File: config.mk
export PLATFORM = sky130hd
export DESIGN_NAME = rvPipeline
export DESIGN_NICKNAME = d
export VERILOG_FILES = /design/src/rvPkg.sv /design/src/pipeIf.sv /design/src/regFile.sv /design/src/fetchDecode.sv /design/src/executeStage.sv /design/src/memWriteback.sv /design/src/rvPipeline.sv
export SDC_FILE = /design/constraint.sdc
export NUM_CORES = 2
export LEC_CHECK = 0
export BUFFER_PORTS_ARGS = -buffer_cell sky130_fd_sc_hd__buf_2
export CORE_MARGIN = 2
export CORE_UTILIZATION = 40
export DETAILED_ROUTE_END_ITERATION = 8
export SYNTH_ARGS = -nofsm -noshare
export SYNTH_HDL_FRONTEND = slang
export SYNTH_SLANG_ARGS = --single-unit
File: constraint.sdc
create_clock -name clk -period 8.3 [get_ports clk]
set_input_delay 2.075 -clock clk [delete_from_list [all_inputs] [get_ports clk]]
set_output_delay 2.075 -clock clk [all_outputs]
set_load 0.01 [all_outputs]
File: src/rvPkg.sv
package rvPkg;

    localparam int XLEN = 32;

    typedef logic [XLEN-1:0] word_t;      // register, ALU and data word
    typedef logic [4:0]      regAddr_t;   // x0 to x31
    typedef logic [XLEN-3:0] cacheAddr_t; // byte address without bits 1:0
    typedef logic [3:0]      aluCtrl_t;

    // alu operation codes
    localparam aluCtrl_t ALU_AND = 4'b0000;
    localparam aluCtrl_t ALU_OR  = 4'b0001;
    localparam aluCtrl_t ALU_ADD = 4'b0010;
    localparam aluCtrl_t ALU_SLL = 4'b0011;
    localparam aluCtrl_t ALU_SRL = 4'b0100;
    localparam aluCtrl_t ALU_SRA = 4'b0101;
    localparam aluCtrl_t ALU_SUB = 4'b0110;
    localparam aluCtrl_t ALU_SLT = 4'b0111;
    localparam aluCtrl_t ALU_XOR = 4'b1000;

    // rv32i major opcodes that the core executes
    localparam logic [6:0] OP_REG   = 7'b0110011; // add, sub, sll, ...
    localparam logic [6:0] OP_IMM   = 7'b0010011; // addi, slli, ...
    localparam logic [6:0] OP_LOAD  = 7'b0000011;
    localparam logic [6:0] OP_STORE = 7'b0100011;

    // addi x0, x0, 0
    localparam word_t NOP_INSTR = 32'h0000_0013;

endpackage

File: src/pipeIf.sv
`timescale 1ns/1ns

// decode to execute stage register
interface decodeExIf;
    import rvPkg::*;

    regAddr_t   rs1;
    regAddr_t   rs2;
    regAddr_t   rd;
    word_t      rs1Val;
    word_t      rs2Val;
    word_t      imm;
    logic       aluSrc;    // operand b from imm
    logic       memRead;
    logic       memWrite;
    logic       regWrite;
    logic       memToReg;
    logic [3:0] funct;     // {funct7[5], funct3}
    logic       isReg;
    logic       isImm;

    modport producer (
        output rs1, rs2, rd, rs1Val, rs2Val, imm, aluSrc, memRead, memWrite,
               regWrite, memToReg, funct, isReg, isImm
    );

    modport consumer (
        input rs1, rs2, rd, rs1Val, rs2Val, imm, aluSrc, memRead, memWrite,
              regWrite, memToReg, funct, isReg, isImm
    );
endinterface

// execute to memory stage register
interface exMemIf;
    import rvPkg::*;

    word_t    aluResult;
    word_t    storeData;
    regAddr_t rd;
    logic     memRead;
    logic     memWrite;
    logic     regWrite;
    logic     memToReg;

    modport producer (output aluResult, storeData, rd, memRead, memWrite, regWrite, memToReg);
    modport consumer (input aluResult, storeData, rd, memRead, memWrite, regWrite, memToReg);
endinterface

File: src/regFile.sv
`timescale 1ns/1ns

module regFile (
    input  logic            clk,
    input  logic            rst_n,
    input  rvPkg::regAddr_t rs1,
    input  rvPkg::regAddr_t rs2,
    input  logic            wbEn,
    input  rvPkg::regAddr_t wbRd,
    input  rvPkg::word_t    wbData,
    output rvPkg::word_t    rs1Val,
    output rvPkg::word_t    rs2Val
);
    import rvPkg::*;

    word_t regs [1:31]; // x0 has no storage

    always_ff @(posedge clk) begin
        if (!rst_n) begin
            for (int i = 1; i < 32; i++) begin
                regs[i] <= '0;
            end
        end else if (wbEn && wbRd != '0) begin
            regs[wbRd] <= wbData;
        end
    end

    // same-cycle writeback goes straight through to the read port
    always_comb begin
        if (rs1 == '0) rs1Val = '0;
        else if (wbEn && wbRd == rs1) rs1Val = wbData;
        else rs1Val = regs[rs1];

        if (rs2 == '0) rs2Val = '0;
        else if (wbEn && wbRd == rs2) rs2Val = wbData;
        else rs2Val = regs[rs2];
    end

endmodule

File: src/fetchDecode.sv
`timescale 1ns/1ns

module fetchDecode #(
    parameter rvPkg::word_t ResetPc = 32'h0
) (
    input  logic              clk,
    input  logic              rst_n,
    input  rvPkg::word_t      iData,
    input  logic              dStall,
    input  logic              wbEn,
    input  rvPkg::regAddr_t   wbRd,
    input  rvPkg::word_t      wbData,
    output rvPkg::cacheAddr_t iAddr,
    decodeExIf.producer       dex
);
    import rvPkg::*;

    word_t      pc;
    word_t      instr;      // fetch/decode register
    logic [6:0] opcode;
    regAddr_t   rs1;
    regAddr_t   rs2;
    regAddr_t   rd;
    word_t      rs1Val;
    word_t      rs2Val;
    word_t      imm;
    logic       aluSrc;
    logic       memRead;
    logic       memWrite;
    logic       regWrite;
    logic       memToReg;
    logic       isReg;
    logic       isImm;
    logic       useRs1;
    logic       useRs2;
    logic       loadUse;
    logic       advance;

    assign iAddr = pc[XLEN-1:2];

    assign opcode = instr[6:0];
    assign rd     = instr[11:7];
    assign rs1    = instr[19:15];
    assign rs2    = instr[24:20];

    always_comb begin
        {aluSrc, memRead, memWrite, regWrite, memToReg, isReg, isImm} = '0;
        case (opcode)
            OP_REG: begin
                regWrite = 1'b1;
                isReg    = 1'b1;
            end
            OP_IMM: begin
                regWrite = 1'b1;
                aluSrc   = 1'b1;
                isImm    = 1'b1;
            end
            OP_LOAD: begin
                memRead  = 1'b1;
                memToReg = 1'b1;
                regWrite = 1'b1;
                aluSrc   = 1'b1;
            end
            OP_STORE: begin
                memWrite = 1'b1;
                aluSrc   = 1'b1;
            end
            default: ; // anything else is a nop
        endcase
    end

    // S format for stores, I format otherwise
    assign imm = memWrite ? {{20{instr[31]}}, instr[31:25], instr[11:7]}
                          : {{20{instr[31]}}, instr[31:20]};

    assign useRs1 = isReg | isImm | memRead | memWrite;
    assign useRs2 = isReg | memWrite;

    // load in execute feeding the instruction in decode
    assign loadUse = dex.memRead && dex.rd != '0 &&
                     ((useRs1 && dex.rd == rs1) || (useRs2 && dex.rd == rs2));

    assign advance = !dStall && !loadUse;

    always_ff @(posedge clk) begin
        if (!rst_n) begin
            pc    <= ResetPc;
            instr <= NOP_INSTR;
        end else if (advance) begin
            pc    <= pc + 32'd4;
            instr <= iData;
        end
    end

    always_ff @(posedge clk) begin
        if (!rst_n) begin
            {dex.aluSrc, dex.memRead, dex.memWrite, dex.regWrite, dex.memToReg} <= '0;
            {dex.isReg, dex.isImm} <= '0;
        end else if (!dStall) begin
            if (loadUse) begin // bubble into execute
                {dex.aluSrc, dex.memRead, dex.memWrite, dex.regWrite, dex.memToReg} <= '0;
                {dex.isReg, dex.isImm} <= '0;
            end else begin
                dex.aluSrc   <= aluSrc;
                dex.memRead  <= memRead;
                dex.memWrite <= memWrite;
                dex.regWrite <= regWrite;
                dex.memToReg <= memToReg;
                dex.isReg    <= isReg;
                dex.isImm    <= isImm;
            end
        end
    end

    always_ff @(posedge clk) begin
        if (!dStall) begin
            dex.rs1    <= rs1;
            dex.rs2    <= rs2;
            dex.rd     <= rd;
            dex.rs1Val <= rs1Val;
            dex.rs2Val <= rs2Val;
            dex.imm    <= imm;
            dex.funct  <= {instr[30], instr[14:12]};
        end
    end

    regFile i_regFile (
        .clk    (clk),
        .rst_n  (rst_n),
        .rs1    (rs1),
        .rs2    (rs2),
        .wbEn   (wbEn),
        .wbRd   (wbRd),
        .wbData (wbData),
        .rs1Val (rs1Val),
        .rs2Val (rs2Val)
    );

endmodule

File: src/executeStage.sv
`timescale 1ns/1ns

module executeStage (
    input  logic            clk,
    input  logic            rst_n,
    input  logic            dStall,
    input  logic            wbEn,
    input  rvPkg::regAddr_t wbRd,
    input  rvPkg::word_t    wbData,
    decodeExIf.consumer     dex,
    exMemIf.producer        exMem
);
    import rvPkg::*;

    word_t    opA;
    word_t    fwdB;     // rs2 after forwarding, also the store data
    word_t    opB;
    word_t    aluOut;
    aluCtrl_t aluCtrl;

    // memory stage beats writeback stage, x0 always from the register value
    function automatic word_t forwardOperand(regAddr_t src, word_t regVal);
        word_t val;
        val = regVal;
        if (wbEn && wbRd != '0 && wbRd == src) begin
            val = wbData;
        end
        if (exMem.regWrite && exMem.rd != '0 && exMem.rd == src) begin
            val = exMem.aluResult;
        end
        return val;
    endfunction

    always_comb begin
        opA  = forwardOperand(dex.rs1, dex.rs1Val);
        fwdB = forwardOperand(dex.rs2, dex.rs2Val);
    end

    assign opB = dex.aluSrc ? dex.imm : fwdB;

    always_comb begin
        aluCtrl = ALU_ADD; // lw/sw address
        if (dex.isReg || dex.isImm) begin
            case (dex.funct[2:0])
                3'b000:  aluCtrl = (dex.isReg && dex.funct[3]) ? ALU_SUB : ALU_ADD;
                3'b001:  aluCtrl = ALU_SLL;
                3'b010:  aluCtrl = ALU_SLT;
                3'b100:  aluCtrl = ALU_XOR;
                3'b101:  aluCtrl = dex.funct[3] ? ALU_SRA : ALU_SRL;
                3'b110:  aluCtrl = ALU_OR;
                3'b111:  aluCtrl = ALU_AND;
                default: aluCtrl = ALU_ADD; // sltu not supported
            endcase
        end
    end

    always_comb begin
        case (aluCtrl)
            ALU_AND: aluOut = opA & opB;
            ALU_OR:  aluOut = opA | opB;
            ALU_ADD: aluOut = opA + opB;
            ALU_SLL: aluOut = opA << opB[4:0];
            ALU_SRL: aluOut = opA >> opB[4:0];
            ALU_SRA: aluOut = word_t'($signed(opA) >>> opB[4:0]);
            ALU_SUB: aluOut = opA - opB;
            ALU_SLT: aluOut = {{(XLEN-1){1'b0}}, $signed(opA) < $signed(opB)};
            ALU_XOR: aluOut = opA ^ opB;
            default: aluOut = '0;
        endcase
    end

    always_ff @(posedge clk) begin
        if (!rst_n) begin
            exMem.memRead  <= 1'b0;
            exMem.memWrite <= 1'b0;
            exMem.regWrite <= 1'b0;
            exMem.memToReg <= 1'b0;
        end else if (!dStall) begin
            exMem.memRead  <= dex.memRead;
            exMem.memWrite <= dex.memWrite;
            exMem.regWrite <= dex.regWrite;
            exMem.memToReg <= dex.memToReg;
        end
    end

    always_ff @(posedge clk) begin
        if (!dStall) begin
            exMem.aluResult <= aluOut;
            exMem.storeData <= fwdB;
            exMem.rd        <= dex.rd;
        end
    end

endmodule

File: src/memWriteback.sv
`timescale 1ns/1ns

module memWriteback (
    input  logic              clk,
    input  logic              rst_n,
    input  rvPkg::word_t      dRdata,
    input  logic              dStall,
    exMemIf.consumer          exMem,
    output logic              dRead,
    output logic              dWrite,
    output rvPkg::cacheAddr_t dAddr,
    output rvPkg::word_t      dWdata,
    output logic              wbEn,
    output rvPkg::regAddr_t   wbRd,
    output rvPkg::word_t      wbData
);
    import rvPkg::*;

    logic     mwRegWrite;
    logic     mwMemToReg;
    word_t    mwLoadData;
    word_t    mwAluResult;
    regAddr_t mwRd;

    // strobes stay up while the cache stalls
    assign dRead  = exMem.memRead;
    assign dWrite = exMem.memWrite;
    assign dAddr  = exMem.aluResult[XLEN-1:2];
    assign dWdata = exMem.storeData;

    always_ff @(posedge clk) begin
        if (!rst_n) begin
            mwRegWrite <= 1'b0;
            mwMemToReg <= 1'b0;
        end else if (!dStall) begin
            mwRegWrite <= exMem.regWrite;
            mwMemToReg <= exMem.memToReg;
        end
    end

    always_ff @(posedge clk) begin
        if (!dStall) begin
            mwLoadData  <= dRdata;   // only meaningful for lw
            mwAluResult <= exMem.aluResult;
            mwRd        <= exMem.rd;
        end
    end

    assign wbEn   = mwRegWrite;
    assign wbRd   = mwRd;
    assign wbData = mwMemToReg ? mwLoadData : mwAluResult;

endmodule

File: src/rvPipeline.sv
`timescale 1ns/1ns

module rvPipeline #(
    parameter rvPkg::word_t ResetPc = 32'h0
) (
    input  logic              clk,
    input  logic              rst_n,
    output rvPkg::cacheAddr_t iAddr,
    input  rvPkg::word_t      iData,
    output logic              dRead,
    output logic              dWrite,
    output rvPkg::cacheAddr_t dAddr,
    output rvPkg::word_t      dWdata,
    input  rvPkg::word_t      dRdata,
    input  logic              dStall
);
    import rvPkg::*;

    logic     wbEn;
    regAddr_t wbRd;
    word_t    wbData;

    decodeExIf dex ();
    exMemIf    exMem ();

    fetchDecode #(
        .ResetPc (ResetPc)
    ) i_fetchDecode (
        .clk    (clk),
        .rst_n  (rst_n),
        .iData  (iData),
        .dStall (dStall),
        .wbEn   (wbEn),
        .wbRd   (wbRd),
        .wbData (wbData),
        .iAddr  (iAddr),
        .dex    (dex.producer)
    );

    executeStage i_executeStage (
        .clk    (clk),
        .rst_n  (rst_n),
        .dStall (dStall),
        .wbEn   (wbEn),
        .wbRd   (wbRd),
        .wbData (wbData),
        .dex    (dex.consumer),
        .exMem  (exMem.producer)
    );

    memWriteback i_memWriteback (
        .clk    (clk),
        .rst_n  (rst_n),
        .dRdata (dRdata),
        .dStall (dStall),
        .exMem  (exMem.consumer),
        .dRead  (dRead),
        .dWrite (dWrite),
        .dAddr  (dAddr),
        .dWdata (dWdata),
        .wbEn   (wbEn),
        .wbRd   (wbRd),
        .wbData (wbData)
    );

endmodule

==> flow_summary_export.csv <==
group,metric,value,unit
placed_design,dp_slack,1.24,ns
clocking,clk_path_buf_depth,3,
yosys,yosysTopAreaCellShare,51.2,%
setup_path,end_kind,"flop",
placed_design,place_hpwl,164000,um
grt,grt_pass1_vias,50328,
yosys,synth_area_leader_cell,"edfxtp_1",
grt,antenna_found_initial,4,
job,cap_violations,0,
final_layout,final_cell_count_no_fill,8210,
final_layout,fin_nets,5799,
clocking,root_buffer,"clkbuf_16",
route,via_count,51136,
min_path,min_to,"i_fetchDecode.dex.funct[0]$_DFFE_PN_",
clocking,tritoncts,"done",
setup_path,r2r-start,"i_memWriteback.wbRd[3]$_DFFE_PN_",
setup_path,reg2reg_depth,20,
route,drc,0,
yosys,synth-seq-area-share,53.4,%
final_layout,design_area,0.0821,mm2
clocking,clkTransAtPathRegs,0.06,ns
grt,grt_max_degree,167,
die,initial_core_util,40.3,%
placed_design,placed_cell_area,0.0776,mm2
placed_design,place_inst,7943,
placed_design,portBuffers,160,
final_layout,syn2layout_area_growth,11.4,%
clocking,cts-resized-gates,0,
yosys,syn_inst,5659,
power,p_leak,28.9,nW
route,routed_wl,255000,um
power,power,18.0,mW
timing,max_freq,138,MHz
yosys,yosys_warnings,0,
clocking,clkLatencyLatePin,0.82,ns
timing,fin_crit,7.25,ns
setup_path,crit_required,8.95,ns
setup_path,critPathKind,"reg2reg",
yosys,yosys_register_bits,1339,
grt,grt.overflow.total,0,
setup_path,reg2reg_slack,1.05,ns
placed_design,gp_congestion,1.00,
clocking,numCtsBuffers,147,
final_layout,final_core_util,44.8,%
timing,holdWs,0.438,ns
final_layout,final_common_cell,"edfxtp_1",
setup_path,r2r-end,"i_executeStage.exMem.aluResult[30]$_DFFE_PN_",
yosys,netlist_area,0.0737,mm2
route,drtIter0Drc,6425,
grt,grt_first_pass_wirelength,366000,um
timing,rsz0062_at_grt,"no",
timing,hold_viol,0,
die,die_x,433,um
timing,slew_viol_final,0,
die,core-area,0.183,mm2
min_path,min_path_cells,0,
timing,final-setup-viol-count,0,
yosys,synth_edf_count,1256,
final_layout,drive_gt1_share,23.9,%
setup_path,crit_fanout,31,
outcome,outcome,"finished clean",
final_layout,final_cell_mix,"edfxtp_1 (1256), nor2_1 (1162), mux4_2 (642)",
die,fp.dieArea,0.188,mm2
clocking,cts.sinks,1339,
timing,finalSetupTns,0,ns
final_layout,n_fill_cell,16498,
min_path,hold_class,"reg2reg",
timing,worst_slack,1.05,ns
die,die_h,433,um
timing,period_share,87.4,%
setup_path,critPathArrivalTime,7.90,ns
yosys,synthTopCellsByArea,"edfxtp_1 (51%), mux4_2 (20%), nor2_1 (5.9%), mux2i_1 (2.3%), dfxtp_1 (2.3%)",
min_path,hold_path_startpoint,"i_fetchDecode.instr[12]$_SDFFE_PN0P_",
clocking,cts_hold_buf,0,
timing,worstMarginPinSlew,1.29,ns
power,ir_drop,213,uV
route,dr.pass1.iters,5,
yosys,synth-main-ff-cell,"edfxtp_1",
yosys,avgSynthCellArea,13.0,um2
timing,fin_worst_skew,0.0352,ns
grt,grt_usage,27.1,%
yosys,synth.distinct_cells,82,
setup_path,start_kind,"flop",
route,ant_nets,0,
clocking,htreeDepth,4,
power,power_density,220,mW/mm2
die,io_pins,161,
route,post_drt_via_cell_ratio,6.23,
die,std_cell_rows,157,
clocking,cts_setup_buffers,0,
timing,relSlewSlack,12.1,%
yosys,async_flop_share,0,%
route,wl_per_cell,31.1,um
[flip-flops by register name (all words and copies together) (netlist names), 3 cells and up, named ones only]
| register | count |
|---|---|
| i_executeStage.exMem.aluResult | 32 |
| i_executeStage.exMem.rd | 5 |
| i_executeStage.exMem.storeData | 32 |
| i_fetchDecode.dex.funct | 3 |
| i_fetchDecode.dex.imm | 12 |
| i_fetchDecode.dex.rd | 5 |
| i_fetchDecode.dex.rs1 | 5 |
| i_fetchDecode.dex.rs1Val | 32 |
| i_fetchDecode.dex.rs2 | 5 |
| i_fetchDecode.dex.rs2Val | 32 |
| i_fetchDecode.i_regFile.regs | 1024 |
| i_fetchDecode.instr | 32 |
| i_fetchDecode.pc | 30 |
| i_memWriteback.mwAluResult | 32 |
| i_memWriteback.mwLoadData | 32 |
| i_memWriteback.wbRd | 5 |
[worst max-delay path: stages (launching register included)]
cell      delay (ns)
edfxtp_1        0.61
nor3_2          0.74
a211oi_4        0.11
buf_4           0.28
nand3_1         0.12
o21ai_0         0.10
o21ai_0         0.71
inv_1           0.17
ha_1            0.27
fa_1            0.47
nor2b_1         0.22
o211ai_1        0.15
a32oi_1         0.44
a31oi_1         0.27
o21ai_0         0.77
o311ai_0        0.34
or3_1           0.40
a21oi_1         0.27
a31oi_1         0.15
or3_1           0.37
o211ai_1        0.11
[cells by family (layout without fill, tap and decap cells)]
| group | Yosys count | after routing | share of synthesized area, % |
|---|---|---|---|
| XOR/XNOR | 81 | 81 | 0.963 |
| adder cells (fa/ha/maj) | 104 | 104 | 1.79 |
| flip-flops | 1339 | 1339 | 53.4 |
| AND/OR/NAND/NOR | 1824 | 1824 | 10.5 |
| AO/OA/AOI/OAI | 766 | 766 | 6.89 |
| other | 1 | 34 | 0.00509 |
| buffers and inverters | 679 | 733 | 3.71 |
| multiplexers | 865 | 865 | 22.8 |
[cells in the mapped netlist, types with 9 or more instances]
cell type,n
ha_1,102
buf_2,25
nand2_1,275
nor3_1,52
edfxtp_1,1256
o211ai_1,22
dfxtp_1,83
nor2b_1,117
mux4_2,642
a31oi_1,17
a21o_1,12
a211oi_1,166
o21ai_0,164
a21oi_1,140
nor2_1,1168
nand4_1,17
nor4_1,19
mux2i_1,169
buf_4,33
a221oi_1,15
o31ai_1,10
buf_1,66
inv_1,129
a32oi_1,9
o21bai_1,15
clkbuf_1,417
nand3_1,61
o21a_1,23
xnor2_1,47
o221ai_1,24
o21ai_1,27
nand2b_1,17
or2_2,10
a22oi_1,15
and2_1,34
and3_1,22
mux2_2,51
xor2_1,34
o22ai_1,33
[where the power goes]
part / switching (mW) / internal [mW]
logic: 2.30 / 1.30
clock network: 2.83 / 3.43
registers: 0.375 / 7.79
total: 5.51 / 12.5
[area by class of cell]
class                           count  area [um2]  share of cell area, %
Sequential cell                  1339       39400                   48.0
Multi-Input combinational cell   3672       32400                   39.4
Clock buffer                      193        3890                   4.74
Tap cell                         2464        3080                   3.76
Timing Repair Buffer              334        2220                   2.71
Clock inverter                     72         588                  0.716
Inverter                          134         510                  0.622
Antenna cell                        2        5.00                0.00610
[per-layer routing]
metal  GRT usage (%)  wire, um  vias to the layer above
met5               0        33                        -
met4            11.9     12000                        4
met3            5.03     22900                      593
met2            44.6    124000                     2840
met1            35.0     96400                    26297
li1                -         -                    21402
[how the worst max path moves through the flow]
stage,start,to,slack (ns)
floorplan,dStall,i_executeStage.exMem.aluResult[0]$_DFFE_PN_,0.77
global placement,i_memWriteback.wbRd[2]$_DFFE_PN_,i_executeStage.exMem.aluResult[30]$_DFFE_PN_,1.39
detailed placement,i_memWriteback.wbRd[2]$_DFFE_PN_,i_executeStage.exMem.aluResult[30]$_DFFE_PN_,1.24
CTS,i_memWriteback.wbRd[3]$_DFFE_PN_,i_executeStage.exMem.aluResult[30]$_DFFE_PN_,1.17
global route,i_memWriteback.wbRd[3]$_DFFE_PN_,i_executeStage.exMem.aluResult[30]$_DFFE_PN_,0.66
finish,i_memWriteback.wbRd[3]$_DFFE_PN_,i_executeStage.exMem.aluResult[30]$_DFFE_PN_,1.05
Note: power is estimated with default switching activity, not from simulation.
